**src/include/soc_defs.svh**
```systemverilog
// bus widths, map sizes and reset hold length
// for the SoC core.
`ifndef SOC_DEFS_SVH
`define SOC_DEFS_SVH

// data word and PI1 address widths.
`define ARCHBITSZ 32
`define ADDRBITSZ (`ARCHBITSZ - 2)
`define SELBITSZ (`ARCHBITSZ / 8)

// words mapped to each slave, in address order.
`define DEVTBL_MAPSZ 16
`define SRAM_MAPSZ 256
`define INVALID_MAPSZ 16

// devtbl, sram, default slave.
`define SLAVECOUNT 3

// reset sequencer.
`define RST_HOLD_CYCLES 16
`define RST_CNTR_BITSZ 5 // must hold RST_HOLD_CYCLES.

`endif

```
**src/logic/rst_timer.sv**
```systemverilog
// reset hold down-counter.
`timescale 1ns/1ps
`include "soc_defs.svh"

module rst_timer (
	input  logic clk_w,
	input  logic rst_p,
	input  logic load_i,
	input  logic tick_en_i,
	output logic expired_o
);

	logic [`RST_CNTR_BITSZ-1:0] cnt_q;

	always_ff @(posedge clk_w) begin
		if (rst_p || load_i) begin
			cnt_q <= `RST_CNTR_BITSZ'(`RST_HOLD_CYCLES);
		end else if (tick_en_i && (cnt_q != '0)) begin
			cnt_q <= cnt_q - 1'b1; // stops at zero.
		end
	end

	assign expired_o = (cnt_q == '0);

	// only a load may raise the count.
	a_no_wrap: assert property (@(posedge clk_w) disable iff (rst_p)
		!load_i |=> (cnt_q <= $past(cnt_q)));

endmodule

```
**config.mk**
```make
export PLATFORM = sky130hd
export DESIGN_NAME = rst_timer
export DESIGN_NICKNAME = d
export VERILOG_FILES = /design/src/logic/rst_timer.sv
export VERILOG_INCLUDE_DIRS = /design/src /design/src/include
export SDC_FILE = /design/constraint.sdc
export NUM_CORES = 1
export LEC_CHECK = 0
export ABC_AREA = 1
export BUFFER_PORTS_ARGS = -buffer_cell sky130_fd_sc_hd__clkbuf_2
export CORE_AREA = 3 3 40 42
export DETAILED_ROUTE_END_ITERATION = 10
export DIE_AREA = 0 0 43 45
export PLACE_DENSITY = 0.41
export SETUP_SLACK_MARGIN = 0.15
export SLEW_MARGIN = 20
export SYNTH_ARGS = -nofsm -noshare
export SYNTH_HDL_FRONTEND = slang
export SYNTH_SLANG_ARGS = --single-unit
export TNS_END_PERCENT = 100
```
**constraint.sdc**
```tcl
create_clock -name clk_w -period 1.2 [get_ports clk_w]
set_input_delay 0.12 -clock clk_w [delete_from_list [all_inputs] [get_ports clk_w]]
set_output_delay 0.12 -clock clk_w [all_outputs]
set_load 0.05 [all_outputs]
```
==> flow_summary.toml <==
[critical_path]
reg2reg_depth = 9
r2r_end = "cnt_q[3]"
ff2ff_setup_slack_ns = -0.07
endpoint = "expired_o"
worst-path-stages = 7
path_buf_inv = 4
path_max_fanout = 2
startpoint = "cnt_q[1]"
r2r_start = "cnt_q[1]"
critical_path_class = "reg2out"
cp.required_ns = 1.08
end_kind = "output port"
crit_top_cell = "inv_2"
cp.arrival_ns = 1.18
critical_path.max_stage_delay_ns = 0.33
cp_top_family = "buffers and inverters"
crit_chain = "inv_2, ha_4, inv_2, nor2_4, nand2_4, clkinvlp_4, clkbuf_16"
cpMaxStageDelayCell = "dfxtp_2"
start_kind = "flip-flop"

[timing]
final.setup_skew_ns = 0.005776
drv_slew = 0
hold_viol_final = 0
rsz0062_at_grt = "yes"
max_slew.worst_pin.slew_ns = 0.3283
setup_slack_ns = -0.09971
clock.fmax_mhz = 769.4
setup_violations = 4
slew_headroom_pct = 78.03
timing.final.crit_share_pct = 108.3
finalCriticalPeriod_ns = 1.300
timing.hold.ws_ns = 0.1490

[floorplanning]
fp.dieH_um = 45
core_area_um2 = 1285
ios = 5
dieArea_um2 = 1935
die_w_um = 43
fp-row-count = 13
start_util_pct = 24.63

[logic_synthesis]
avgSynthCellArea_um2 = 6.331
syn_inst = 50
synth-seq-cells = 5
synth_area_um2 = 316.6
synth_seq_area_share_pct = 31.62
syn_nets = 56
ys_types = 12
ys_warn_count = 0

[finish]
diodes = 0
largest-register = "cnt_q"
fillers = 134
final_cell_mix = "nand2_1, buf_4, nor2_1"
final_layout_size_suffix_gt1_share_pct = 53.62
finalNetCount = 76
syn_to_final_growth_pct = 77.87
layout_commonest_cell = "nand2_1"
largestRegisters = "cnt_q x5"
final_area_um2 = 563.0
largest_register_ffs = 5

[clock_tree]
clk_latency_ns = 0.25
cts_tree = "done"
htreeDepth = 1
tritoncts.num_buffers = 3
cts.reportedPaths.clkPinSlew_ns = 0.05
cts_buffer_depth = 2
hold_buffers = 0
clock_sinks = 5
cts_root_buf = "clkbuf_4"

[route]
wirelength_um = 785
ant_nets = 0
wl_per_cell_um = 9.345
drc = 0
num_vias = 353
drt_iter0_markers = 2
vias_per_cell = 4.202
drt-pass1-iter-count = 4

[outcome]
violations = "negative setup slack"
outcome = "finished, violations left"

[hold_path]
min_from = "rst_p"
min_path_type = "in2reg"

[job]
maxCapViolations = 0

[global_route]
grt_usage_pct = 9.809
antenna_found_initial = 0
grt_pass1_vias = 332
grt_overflow = 0
grt_pass1_wl_um = 1345
grt_start_max_net_pins = 5

[placement]
hpwl_um = 534.9
place_area_um2 = 416.7
port_buffers = 4
gp_congestion = 0.7322

[power]
ir_drop_v = 0.0005457
power_density_nw_per_um2 = 990.7
p_total_uw = 557.8
p_leak_uw = 0.0002659
[per-layer routing]
metal	vias up	global-route usage, %	part of all wire, %
met5	-	0	0
met4	0	9.036	2.7
met3	2	2.390	2.7
met2	7	16.17	49
met1	157	10.31	46
li1	187	-	-
[cell type report]
class	instances	area, um^2	area share [%]
tap	15	18.77	3.333
clock buffer	4	26.28	4.667
sequential	5	102.6	18.22
timing repair buffer	15	130.1	23.11
multi-input combinational	36	247.7	44.00
inverter	9	37.54	6.667
[stage by stage]
step                instances  setup WS [ns]  setup TNS [ns]  utilization, %
finish                     84       -0.09971         -0.2500           43.82
global placement           74       0.009045               0           32.42
global route               84        -0.1846         -0.6810           43.82
floorplan                  50         0.1396               0               -
CTS                        82        -0.1314         -0.1314           40.41
detailed placement         74       0.007074               0           32.42
[what timing repair did]
item	4_1_cts	5_1_grt
pin swaps	6	7
endpoints found under the setup margin	6	6
cloned	0	0
buffers inserted	4	2
gates resized for setup	8	8
[Yosys cell counts (all sizes together)]
master	n	share of area, %
a21oi	3	7.1
dfxtp	5	32
ha	2	7.9
inv	9	11
nand2	18	23
nand3	3	4.7
nand3b	1	2.4
nor2	8	11
o21ai	1	1.6
[worst min path at each step]
| stage | cells after the start | slack, ns | to |
|---|---|---|---|
| 6_report | 3 | 0.15 | cnt_q[4] |
| 5_1_grt | 3 | 0.15 | cnt_q[4] |
| 4_1_cts | 3 | 0.12 | cnt_q[4] |
| 3_5_place_dp | 3 | 0.38 | cnt_q[4] |
| 3_3_place_gp | 3 | 0.38 | cnt_q[4] |
| 2_1_floorplan | 2 | 0.26 | cnt_q[4] |
[power breakdown]
part	internal, uW	switching [uW]
sequential	177	9.33
combinational	83.3	86.0
clock	126	76.4
total	386	172
[logic make-up after synthesis]
| family | synth area share (%) |
|---|---|
| flops | 31.62 |
| fa+ha+maj | 7.904 |
| simple gates | 41.11 |
| buf+inv | 10.67 |
| compound gates | 8.694 |
[worst min-delay path, delay by kind of cell]
| family | cells | cell delay [ns] |
|---|---|---|
| buffers and inverters | 1 | 0.07 |
| and+or+nand+nor | 2 | 0.17 |
Power figures use the tool's default switching activity.
