$ cat src/include/soc_defs.svh
// bus widths, map sizes and reset hold length
// for the SoC core.
`ifndef SOC_DEFS_SVH
`define SOC_DEFS_SVH

// data word and PI1 address widths.
`define ARCHBITSZ 32
`define ADDRBITSZ (`ARCHBITSZ - 2)
`define SELBITSZ (`ARCHBITSZ / 8)

// words mapped to each slave, in address order.
`define DEVTBL_MAPSZ 16
`define SRAM_MAPSZ 256
`define INVALID_MAPSZ 16

// devtbl, sram, default slave.
`define SLAVECOUNT 3

// reset sequencer.
`define RST_HOLD_CYCLES 16
`define RST_CNTR_BITSZ 5 // must hold RST_HOLD_CYCLES.

`endif

$ cat src/logic/soc_pkg.sv
// PI1 operation, reset cause and software reset request types.

package soc_pkg;

	// PI1 operation codes.
	typedef enum logic [1:0] {
		NOOP = 2'b00,
		WROP = 2'b01,
		RDOP = 2'b10,
		RWOP = 2'b11 // swap: write new word, return old.
	} pi1_op_e;

	// why the system last left reset.
	typedef enum logic [1:0] {
		PWRON = 2'b00,
		WARM  = 2'b01,
		COLD  = 2'b10
	} rst_cause_e;

	// request from the two control bits {bit1, bit0}.
	typedef enum logic [1:0] {
		SWRST_NONE   = 2'b00,
		SWRST_PWROFF = 2'b01, // bit 0 only.
		SWRST_WARM   = 2'b10, // bit 1 only.
		SWRST_COLD   = 2'b11
	} swrst_e;

endpackage

$ cat src/logic/rst_ctrl_fsm.sv
// reset sequencer FSM for power-on, warm, cold and power-off.
`timescale 1ns/1ps
`include "soc_defs.svh"

module rst_ctrl_fsm (
	input  logic                clk_w,
	input  logic                rst_p,
	input  soc_pkg::swrst_e     swrst_i,
	input  logic                swrst_valid_i,
	input  logic                timer_expired_i,
	output logic                timer_load_o,
	output logic                timer_en_o,
	output logic                sys_rst_o,
	output logic                poweroff_o,
	output soc_pkg::rst_cause_e cause_o
);

	typedef enum logic [1:0] {
		ST_HOLD,
		ST_RUN,
		ST_OFF
	} state_e;

	state_e              state_q;
	state_e              state_d;
	soc_pkg::rst_cause_e cause_q;
	logic                sw_rst;
	logic                sw_off;

	// requests only count while running.
	assign sw_rst = (state_q == ST_RUN) && swrst_valid_i &&
		((swrst_i == soc_pkg::SWRST_WARM) || (swrst_i == soc_pkg::SWRST_COLD));
	assign sw_off = (state_q == ST_RUN) && swrst_valid_i &&
		(swrst_i == soc_pkg::SWRST_PWROFF);

	always_comb begin
		state_d = state_q;
		case (state_q)
			ST_HOLD: begin
				if (timer_expired_i)
					state_d = ST_RUN;
			end
			ST_RUN: begin
				if (sw_off)
					state_d = ST_OFF;
				else if (sw_rst)
					state_d = ST_HOLD;
			end
			default: state_d = state_q; // off until rst_p.
		endcase
	end

	always_ff @(posedge clk_w) begin
		if (rst_p) begin
			state_q <= ST_HOLD;
			cause_q <= soc_pkg::PWRON;
		end else begin
			state_q <= state_d;
			if (sw_rst)
				cause_q <= (swrst_i == soc_pkg::SWRST_COLD) ? soc_pkg::COLD : soc_pkg::WARM;
		end
	end

	assign timer_load_o = sw_rst; // restart hold on entry.
	assign timer_en_o   = (state_q == ST_HOLD);
	assign sys_rst_o    = (state_q != ST_RUN);
	assign poweroff_o   = (state_q == ST_OFF);
	assign cause_o      = cause_q;

	a_off_sticky: assert property (@(posedge clk_w) disable iff (rst_p)
		poweroff_o |=> (poweroff_o && sys_rst_o));
	// every reset lasts at least the hold time.
	a_hold_len: assert property (@(posedge clk_w) disable iff (rst_p)
		$fell(sys_rst_o) |-> $past(sys_rst_o, `RST_HOLD_CYCLES));

endmodule

$ cat config.mk
export PLATFORM = sky130hd
export DESIGN_NAME = rst_ctrl_fsm
export DESIGN_NICKNAME = d
export VERILOG_FILES = /design/src/logic/soc_pkg.sv /design/src/logic/rst_ctrl_fsm.sv
export VERILOG_INCLUDE_DIRS = /design/src /design/src/include
export SDC_FILE = /design/constraint.sdc
export NUM_CORES = 1
export LEC_CHECK = 0
export ABC_CLOCK_PERIOD_IN_PS = 1700
export BUFFER_PORTS_ARGS = -buffer_cell sky130_fd_sc_hd__buf_2
export CORE_AREA = 2 2 39 41
export DETAILED_ROUTE_END_ITERATION = 6
export DIE_AREA = 0 0 41 43
export PLACE_DENSITY = 0.44
export SYNTH_ARGS = -nofsm -noshare
export SYNTH_HDL_FRONTEND = slang
export SYNTH_SLANG_ARGS = --single-unit
$ cat constraint.sdc
create_clock -name clk_w -period 1.7 [get_ports clk_w]
set_input_delay 0 -clock clk_w [delete_from_list [all_inputs] [get_ports clk_w]]
set_output_delay 0 -clock clk_w [all_outputs]
set_load 0.02 [all_outputs]
==> run metrics <==
Starting Density=13.2%; relative slew slack=roughly 86%; GP Congestion=0.618; Worst-Margin Slew=0.204 ns; Total Power=0.266 mW; setup violators final=0; WL final=between 400 and 500 µm; post-CTS setup buffer count=0; Syn Std Cell Area=183 µm²; wire per inst=8.40 µm; TritonRoute pass-1 iters=2; outcome=completed; total leakage power=around 0.14 nW; DIE WIDTH=41 µm; setup TNS=0 ns; Syn Nets=26; fin crit period=1.57 ns; Max stage delay on crit path=0.55 ns; grt ovf=0; Worst Setup Slack, final=0.126 ns; layout net count=between 40 and 50; Area Growth Syn to Fin=65.8%; switching power=0.0669 mW; remaining antenna violation count=0; final setup skew=0.00166 ns; combinational share of power=17.3%; layout cells sized above 1=44.4%; largest net degree at the start of global routing=7; CP Max Fanout=6; share of Yosys cell area claimed by the top area cell type=43.8%; critical path data arrival time=1.75 ns; Slew Viols, Final=0; Reg clk slew, reported paths=0.04 ns; Internal=0.199 mW; synth top area cells=dfxtp_1 (44%), nor2_1 (10%), a211oi_2 (6.8%), a21oi_1 (5.5%), and4b_1 (5.5%); Iter 0 DRT Violations=3; Remaining DRCs=0; sequential power share=between 30% and 40%; Chip Height=43 µm; Max Cap Viol=0; Final Cycle Share=92.6%; mean post-synth cell area=9.13 µm²; total global-route track usage=6.22%; Synthesis Warnings=0; dpl hpwl=between 300 and 400 µm; Post-CTS Hold Buffers=3; PD cells=slightly below 900 nW/µm²; Register-to-Register Path Depth=4; Clock Power Share=43.9%; WP data required=1.88 ns; Design Area, Final=303 µm²; final cell count without fillers=52; placed cell area=250 µm²; first-pass GRT wire length=~670 µm; Worst VDD drop=approximately 0.00025 V; # port buffers=11; io pins=12; FP Rows=14; # diodes=0; CTS tree=yes; final hold violation count=0; clock latency on the worst-skew pair=0.23 ns; clock tree root driver cell=clkbuf_4; post-synthesis register bit count=4; vias=202; RSZ-0062 raised after global routing=no; hold path depth=3; Synth area leader=dfxtp_1; vias per cell=3.88; hold slack=0.0686 ns; critical path class=reg2reg; switch share=25.2%; fillers=around 150; initial antenna violation count=0; CTS Buf Count=3; sequential-to-total area share from yosys stat=43.8%; dpl cells=between 40 and 50; CP Capture Type=flip-flop; vias in the first global route=159; Slowest-stage cell, CP=dlygate4sd3_1; pre-CTS setup slack=0.594 ns; cells along the critical path=and4b_1 > nor2_2 > a211oi_2 > dlygate4sd3_1; die area=1760 µm²; clk buf depth=2; Finished Core Util=21.9%; H-tree depth=1; Yosys cell types=12; Max Clock Freq=0.635 GHz; crit start category=flip-flop; clock sink count=4; cts repair resizes=0; Cells after Synth=20; Min-Delay Path Class=in2reg; Core Footprint=1380 µm²
## state kept, by name (all words and copies together), names as in the netlist
register,flops
state_q,2
cause_o,2
## power groups by stage
stage	clock, mW	sequential (mW)	combinational [mW]
2_1_floorplan	0	0.106	0.0228
3_3_place_gp	0	0.105	0.0415
3_5_place_dp	0	0.105	0.0413
4_1_cts	0.121	0.103	0.0465
5_1_grt	0.125	0.105	0.0503
6_report	0.117	0.103	0.0460
## path summary, 6_finish.rpt
kind	startpoint	to	slack, ns
worst max register to register	state_q[0]	cause_o[0]	0.13
worst min-delay path	swrst_i[1]	state_q[1]	0.07
worst min register to register	cause_o[1]	cause_o[1]	0.50
worst max-delay path	state_q[0]	cause_o[0]	0.13
## routing by layer
metal / vias up / wire length [µm] / track usage (%)
met5: - / 0 / 0
li1: 103 / - / -
met1: 85 / 223 / 7.72
met3: 0 / 74 / 6.28
met2: 14 / 140 / 6.25
met4: 0 / 0 / 4.00
## worst max-delay path, delay by kind of cell (launching register included)
kind / cells / cell delay, ns
simple gates: 2 / 0.39
compound gates: 1 / 0.17
flops: 1 / 0.40
buf+inv: 1 / 0.55
## synth_stat cells (all sizes together)
cell	number
mux2i	1
buf	1
and4b	1
a21oi	2
nand4b	1
inv	1
nor2	6
a211oi	2
dfxtp	4
or2b	1
## final cells by class
| class | count | area (µm²) | area share [%] |
|---|---|---|---|
| repair buffers | 14 | 85.1 | 28.1 |
| well taps | 16 | 20.0 | 6.61 |
| multi-input cells | 14 | 91.3 | 30.2 |
| inverters | 1 | 3.75 | 1.24 |
| flip-flops and latches | 4 | 80.1 | 26.4 |
| clock buffers | 3 | 22.5 | 7.44 |
## cell usage in the layout (no fill, tap or decap), drive strengths merged
master        n
inv           1
nand4b        1
a211oi        2
mux2i         1
or2b          1
clkbuf        3
and4b         1
a21oi         2
buf          11
dlygate4sd3   3
nor2          6
dfxtp         4
## kinds of logic (layout without fill, tap and decap cells)
family                 after synthesis  in the layout  synth area share [%]
AND/OR/NAND/NOR                      9              9                  28.1
AO/OA/AOI/OAI                        4              4                  16.4
multiplexers                         1              1                  5.48
buffers and inverters                2             18                  6.16
flip-flops                           4              4                  43.8
No activity file was read; power rests on OpenSTA's default activity.
