==> config.mk <==
export PLATFORM = sky130hd
export DESIGN_NAME = devtbl_flat
export DESIGN_NICKNAME = d
export VERILOG_FILES = /design/src/logic/soc_pkg.sv /design/src/logic/pi1_if.sv /design/src/logic/devtbl.sv /design/src/flat_wrapper.sv
export VERILOG_INCLUDE_DIRS = /design/src /design/src/include
export SDC_FILE = /design/constraint.sdc
export NUM_CORES = 1
export LEC_CHECK = 0
export BUFFER_PORTS_ARGS = -buffer_cell sky130_fd_sc_hd__buf_2
export CAP_MARGIN = 0
export CORE_MARGIN = 2
export CORE_UTILIZATION = 19
export CTS_CLUSTER_SIZE = 10
export DETAILED_ROUTE_END_ITERATION = 10
export HOLD_SLACK_MARGIN = 0.15
export PLACE_DENSITY = 0.77
export SLEW_MARGIN = 10
export SYNTH_ARGS = -nofsm -noshare
export SYNTH_HDL_FRONTEND = slang
export SYNTH_SLANG_ARGS = --single-unit
export TNS_END_PERCENT = 50
==> constraint.sdc <==
create_clock -name clk_w -period 0.8 [get_ports clk_w]
set_input_delay 0.04 -clock clk_w [delete_from_list [all_inputs] [get_ports clk_w]]
set_output_delay 0.04 -clock clk_w [all_outputs]
set_load 0.1 [all_outputs]
==> src/include/soc_defs.svh <==
// bus widths, map sizes and reset hold length
// for the SoC core.
`ifndef SOC_DEFS_SVH
`define SOC_DEFS_SVH

// data word and PI1 address widths.
`define ARCHBITSZ 32
`define ADDRBITSZ (`ARCHBITSZ - 2)
`define SELBITSZ (`ARCHBITSZ / 8)

// words mapped to each slave, in address order.
`define DEVTBL_MAPSZ 16
`define SRAM_MAPSZ 256
`define INVALID_MAPSZ 16

// devtbl, sram, default slave.
`define SLAVECOUNT 3

// reset sequencer.
`define RST_HOLD_CYCLES 16
`define RST_CNTR_BITSZ 5 // must hold RST_HOLD_CYCLES.

`endif

==> src/logic/soc_pkg.sv <==
// PI1 operation, reset cause and software reset request types.

package soc_pkg;

	// PI1 operation codes.
	typedef enum logic [1:0] {
		NOOP = 2'b00,
		WROP = 2'b01,
		RDOP = 2'b10,
		RWOP = 2'b11 // swap: write new word, return old.
	} pi1_op_e;

	// why the system last left reset.
	typedef enum logic [1:0] {
		PWRON = 2'b00,
		WARM  = 2'b01,
		COLD  = 2'b10
	} rst_cause_e;

	// request from the two control bits {bit1, bit0}.
	typedef enum logic [1:0] {
		SWRST_NONE   = 2'b00,
		SWRST_PWROFF = 2'b01, // bit 0 only.
		SWRST_WARM   = 2'b10, // bit 1 only.
		SWRST_COLD   = 2'b11
	} swrst_e;

endpackage

==> src/logic/pi1_if.sv <==
// PI1 peripheral bus with master and slave modports.
`timescale 1ns/1ps
`include "soc_defs.svh"

interface pi1_if;

	soc_pkg::pi1_op_e      op;    // held by the master until rdy.
	logic [`ADDRBITSZ-1:0] addr;  // word address, local to the slave.
	logic [`ARCHBITSZ-1:0] wdata;
	logic [`SELBITSZ-1:0]  sel;   // byte enables.
	logic [`ARCHBITSZ-1:0] rdata; // cycle after acceptance.
	logic                  rdy;

	// request side.
	modport master (
		output op,
		output addr,
		output wdata,
		output sel,
		input  rdata,
		input  rdy
	);

	// responding side.
	modport slave (
		input  op,
		input  addr,
		input  wdata,
		input  sel,
		output rdata,
		output rdy
	);

endinterface

==> src/logic/devtbl.sv <==
// device table slave: map sizes, reset control word and reset cause.
`timescale 1ns/1ps
`include "soc_defs.svh"

module devtbl (
	input  logic                clk_w,
	input  logic                sys_rst_i,
	pi1_if.slave                bus,
	input  soc_pkg::rst_cause_e cause_i,
	output soc_pkg::swrst_e     swrst_o,
	output logic                swrst_valid_o
);

	localparam int IDXW = $clog2(`DEVTBL_MAPSZ);

	localparam logic [IDXW-1:0] W_DEVSZ  = 'd0;
	localparam logic [IDXW-1:0] W_SRAMSZ = 'd1;
	localparam logic [IDXW-1:0] W_INVSZ  = 'd2;
	localparam logic [IDXW-1:0] W_RSTCTL = 'd8;
	localparam logic [IDXW-1:0] W_CAUSE  = 'd9;

	logic [IDXW-1:0]       idx;
	logic                  acc;
	logic                  do_wr;
	logic                  do_rd;
	logic [`ARCHBITSZ-1:0] rd_word;
	logic [`ARCHBITSZ-1:0] rdata_q;

	assign idx   = bus.addr[IDXW-1:0];
	assign acc   = (bus.op != soc_pkg::NOOP) && !sys_rst_i;
	assign do_wr = acc && ((bus.op == soc_pkg::WROP) || (bus.op == soc_pkg::RWOP));
	assign do_rd = acc && ((bus.op == soc_pkg::RDOP) || (bus.op == soc_pkg::RWOP));

	always_comb begin
		rd_word = '0;
		case (idx)
			W_DEVSZ:  rd_word = `ARCHBITSZ'(`DEVTBL_MAPSZ);
			W_SRAMSZ: rd_word = `ARCHBITSZ'(`SRAM_MAPSZ);
			W_INVSZ:  rd_word = `ARCHBITSZ'(`INVALID_MAPSZ);
			W_CAUSE:  rd_word = `ARCHBITSZ'(cause_i);
			default:  rd_word = '0; // control word is write only.
		endcase
	end

	always_ff @(posedge clk_w) begin
		if (do_rd)
			rdata_q <= rd_word;
	end

	assign bus.rdata = rdata_q;
	assign bus.rdy   = !sys_rst_i;

	// bit 1 only is warm, bit 0 only is power-off, both cold.
	assign swrst_o       = soc_pkg::swrst_e'(bus.wdata[1:0]);
	assign swrst_valid_o = do_wr && (idx == W_RSTCTL) && bus.sel[0] &&
		(swrst_o != soc_pkg::SWRST_NONE);

endmodule

==> src/flat_wrapper.sv <==
// flat-port wrapper written by rule: the top's interface ports become plain ports
module devtbl_flat 
  (clk_w, sys_rst_i, cause_i, swrst_o, swrst_valid_o, bus_op, bus_addr, bus_wdata, bus_sel, bus_rdata, bus_rdy);
  pi1_if bus_i ();
  input  logic clk_w;
  input  logic sys_rst_i;
  input  soc_pkg::rst_cause_e cause_i;
  output soc_pkg::swrst_e swrst_o;
  output logic swrst_valid_o;
  input wire logic [$bits(bus_i.op)-1:0] bus_op;
  input wire logic [$bits(bus_i.addr)-1:0] bus_addr;
  input wire logic [$bits(bus_i.wdata)-1:0] bus_wdata;
  input wire logic [$bits(bus_i.sel)-1:0] bus_sel;
  output wire logic [$bits(bus_i.rdata)-1:0] bus_rdata;
  output wire logic [$bits(bus_i.rdy)-1:0] bus_rdy;
  assign bus_i.op = bus_op;
  assign bus_i.addr = bus_addr;
  assign bus_i.wdata = bus_wdata;
  assign bus_i.sel = bus_sel;
  assign bus_rdata = bus_i.rdata;
  assign bus_rdy = bus_i.rdy;
  devtbl u_core (.clk_w(clk_w), .sys_rst_i(sys_rst_i), .bus(bus_i), .cause_i(cause_i), .swrst_o(swrst_o), .swrst_valid_o(swrst_valid_o));
endmodule
==> results.json <==
{
  "status": "finished, violations left",
  "violations": "setup timing",
  "hold_slack_ps": 128,
  "antenna_found_initial": 0,
  "path_class": "primary input to primary output",
  "drt_iter0_drc": 0,
  "portBuffers": 20,
  "worstHoldStart": "cause_i[0]",
  "drtAntennaViolNets": 0,
  "synthCells": 46,
  "grt_pass1_vias": 249,
  "core-area_sq_um": 2150,
  "rsz0062_at_grt": "yes",
  "fin_crit_sh_pct": 141,
  "fp.dieW_um": 51.0,
  "p_leak_nw": 0.326,
  "diodes": 0,
  "path_cells": "buf_6, or4b_4, nor4_4, buf_12",
  "dp_hpwl_um": 667,
  "worstSetupEndpointType": "primary output",
  "fp-row-count": 17,
  "min_to": "u_core.bus.rdata[0]$_DFFE_PP_",
  "required_ps": 760,
  "htreeDepth": 1,
  "synth_fa_ha_area_share_pct": 0,
  "synthXorXnorAreaFrac_pct": 0,
  "die_area_sq_um": 2610,
  "nets": 146,
  "grt_max_degree": 5,
  "fin_ws_ps": -330,
  "cts_buffers": 3,
  "synth_top_family_by_area": "buffers and inverters",
  "powerDensity_nw_per_um2": 2160,
  "tritoncts": "yes",
  "synth-seq-area-share_pct": 28.6,
  "largest_reg_flops": 4,
  "grt_pass1_wl_um": 1060,
  "area_growth_pct": 51.8,
  "final_cell_mix": "conb_1, buf_2, buf_12, buf_4, edfxtp_1",
  "route.detailed.drc": 0,
  "fmax_ghz": 0.885,
  "dp_cells": 97,
  "vias": 301,
  "final_common_cell": "conb_1",
  "setup_violations": 5,
  "crit_arrival_ps": 1090,
  "clk_pin_slew_worst_paths_ps": 40,
  "post_cts_buffers": 0,
  "initial_core_util_pct": 19.6,
  "clkSinkCount": 4,
  "hold_path.class": "primary input to register",
  "via_per_inst": 3.01,
  "cp_slowest_stage_delay_ps": 540,
  "finalHoldViolCount": 0,
  "first_pass_iters": 1,
  "holdPathStages": 2,
  "wl_um": 744,
  "slowest_stage": "or4b_4",
  "synthMuxAreaShare_pct": 0,
  "postSynthAreaPerCell_sq_um": 9.14,
  "synth_cell_type_count": 12,
  "synth-simple-area-share_pct": 16.1,
  "max-vdd-ir-drop_v": 0.000631,
  "wl_per_cell_um": 7.44,
  "gp_congestion": 0.614,
  "synth.cell_area_sq_um": 420,
  "grt_usage_pct": 5.46,
  "power_mw": 1.38,
  "slew_violations": 0,
  "ys_ff_latch": 4,
  "fill_cells": 224,
  "final_util_pct": 29.7,
  "finalNonFillerCells": 100,
  "pre_cts_slack_ps": -470,
  "max-clock-path-buffers": 2,
  "cts-root-buf": "clkbuf_4",
  "finalCriticalPeriod_ps": 1130,
  "synth_compound_area_share_pct": 0,
  "grt-ovfl-total": 0,
  "critPathMaxFanout": 2,
  "synth_warnings": 0,
  "max_cap_violations": 0,
  "die_y_um": 51.0,
  "pin_count": 108,
  "drive_gt1_share_pct": 43.1,
  "cp-start-kind": "primary input"
}
-- worst max-delay path by stage --
| stage | cells after the start | slack, ps | end | start |
|---|---|---|---|---|
| after CTS | 4 | -340 | swrst_valid_o | bus_addr[1] |
| after detailed placement | 4 | -470 | swrst_valid_o | bus_addr[2] |
| after global placement | 4 | -450 | swrst_valid_o | bus_addr[2] |
| after global routing | 4 | -370 | swrst_valid_o | bus_addr[1] |
| after floorplan | 2 | -910 | swrst_valid_o | bus_addr[2] |
| final | 4 | -330 | swrst_valid_o | bus_addr[1] |
-- worst max-delay path, delay by kind of cell --
| family | cells | cell delay [ps] |
|---|---|---|
| buffers and inverters | 2 | 300 |
| AND/OR/NAND/NOR | 2 | 740 |
-- synth_stat cells --
| cell | count | area, sq um |
|---|---|---|
| buf_4 | 30 | 225 |
| nand2_1 | 1 | 3.75 |
| edfxtp_1 | 4 | 120 |
| nor4_2 | 1 | 12.5 |
| nor3_1 | 1 | 5.00 |
| conb_1 | 1 | 3.75 |
| inv_1 | 1 | 3.75 |
| and3_1 | 2 | 12.5 |
| or4b_1 | 1 | 10.0 |
| nor2b_1 | 2 | 12.5 |
| nor3b_1 | 1 | 7.51 |
| nor2_1 | 1 | 3.75 |
-- report_power, final --
part           internal, mW  total, mW  switching [mW]
Clock                 0.167      0.235          0.0685
Combinational         0.127      0.889           0.763
Sequential            0.246      0.256          0.0101
-- kinds of logic (layout without fill, tap and decap cells) --
kind of cell | after synthesis | after routing
buffers and inverters | 31 | 30
and+or+nand+nor | 10 | 10
DFF | 4 | 4
other | 1 | 28
-- final cells by class --
| cell class | count | area, sq um | share of cell area [%] |
|---|---|---|---|
| Timing Repair Buffer | 26 | 272 | 42.5 |
| Clock buffer | 3 | 22.5 | 3.53 |
| Tap cell | 28 | 35.0 | 5.49 |
| Inverter | 1 | 3.75 | 0.588 |
| Sequential cell | 4 | 120 | 18.8 |
| Multi-Input combinational cell | 38 | 185 | 29.0 |
-- timing repair --
action | CTS | global route
hold endpoints to repair | 1 | 1
pin swaps | 2 | 0
resized for setup | 2 | 0
endpoints found under the setup margin | 5 | 6
-- stage by stage --
step	setup TNS [ps]	instance area, sq um
after CTS	-622	638
after global routing	-703	638
final	-590	638
after global placement	-658	606
after detailed placement	-587	606
after floorplan	-1480	531
-- metal layers --
metal	track usage [%]	vias to the layer above	part of all wire [%]
met5	0	-	0
met4	2.70	0	0
met3	3.22	0	23
met2	9.09	32	49
met1	5.35	126	28
li1	-	143	-
(Power assumes the default switching activity.)
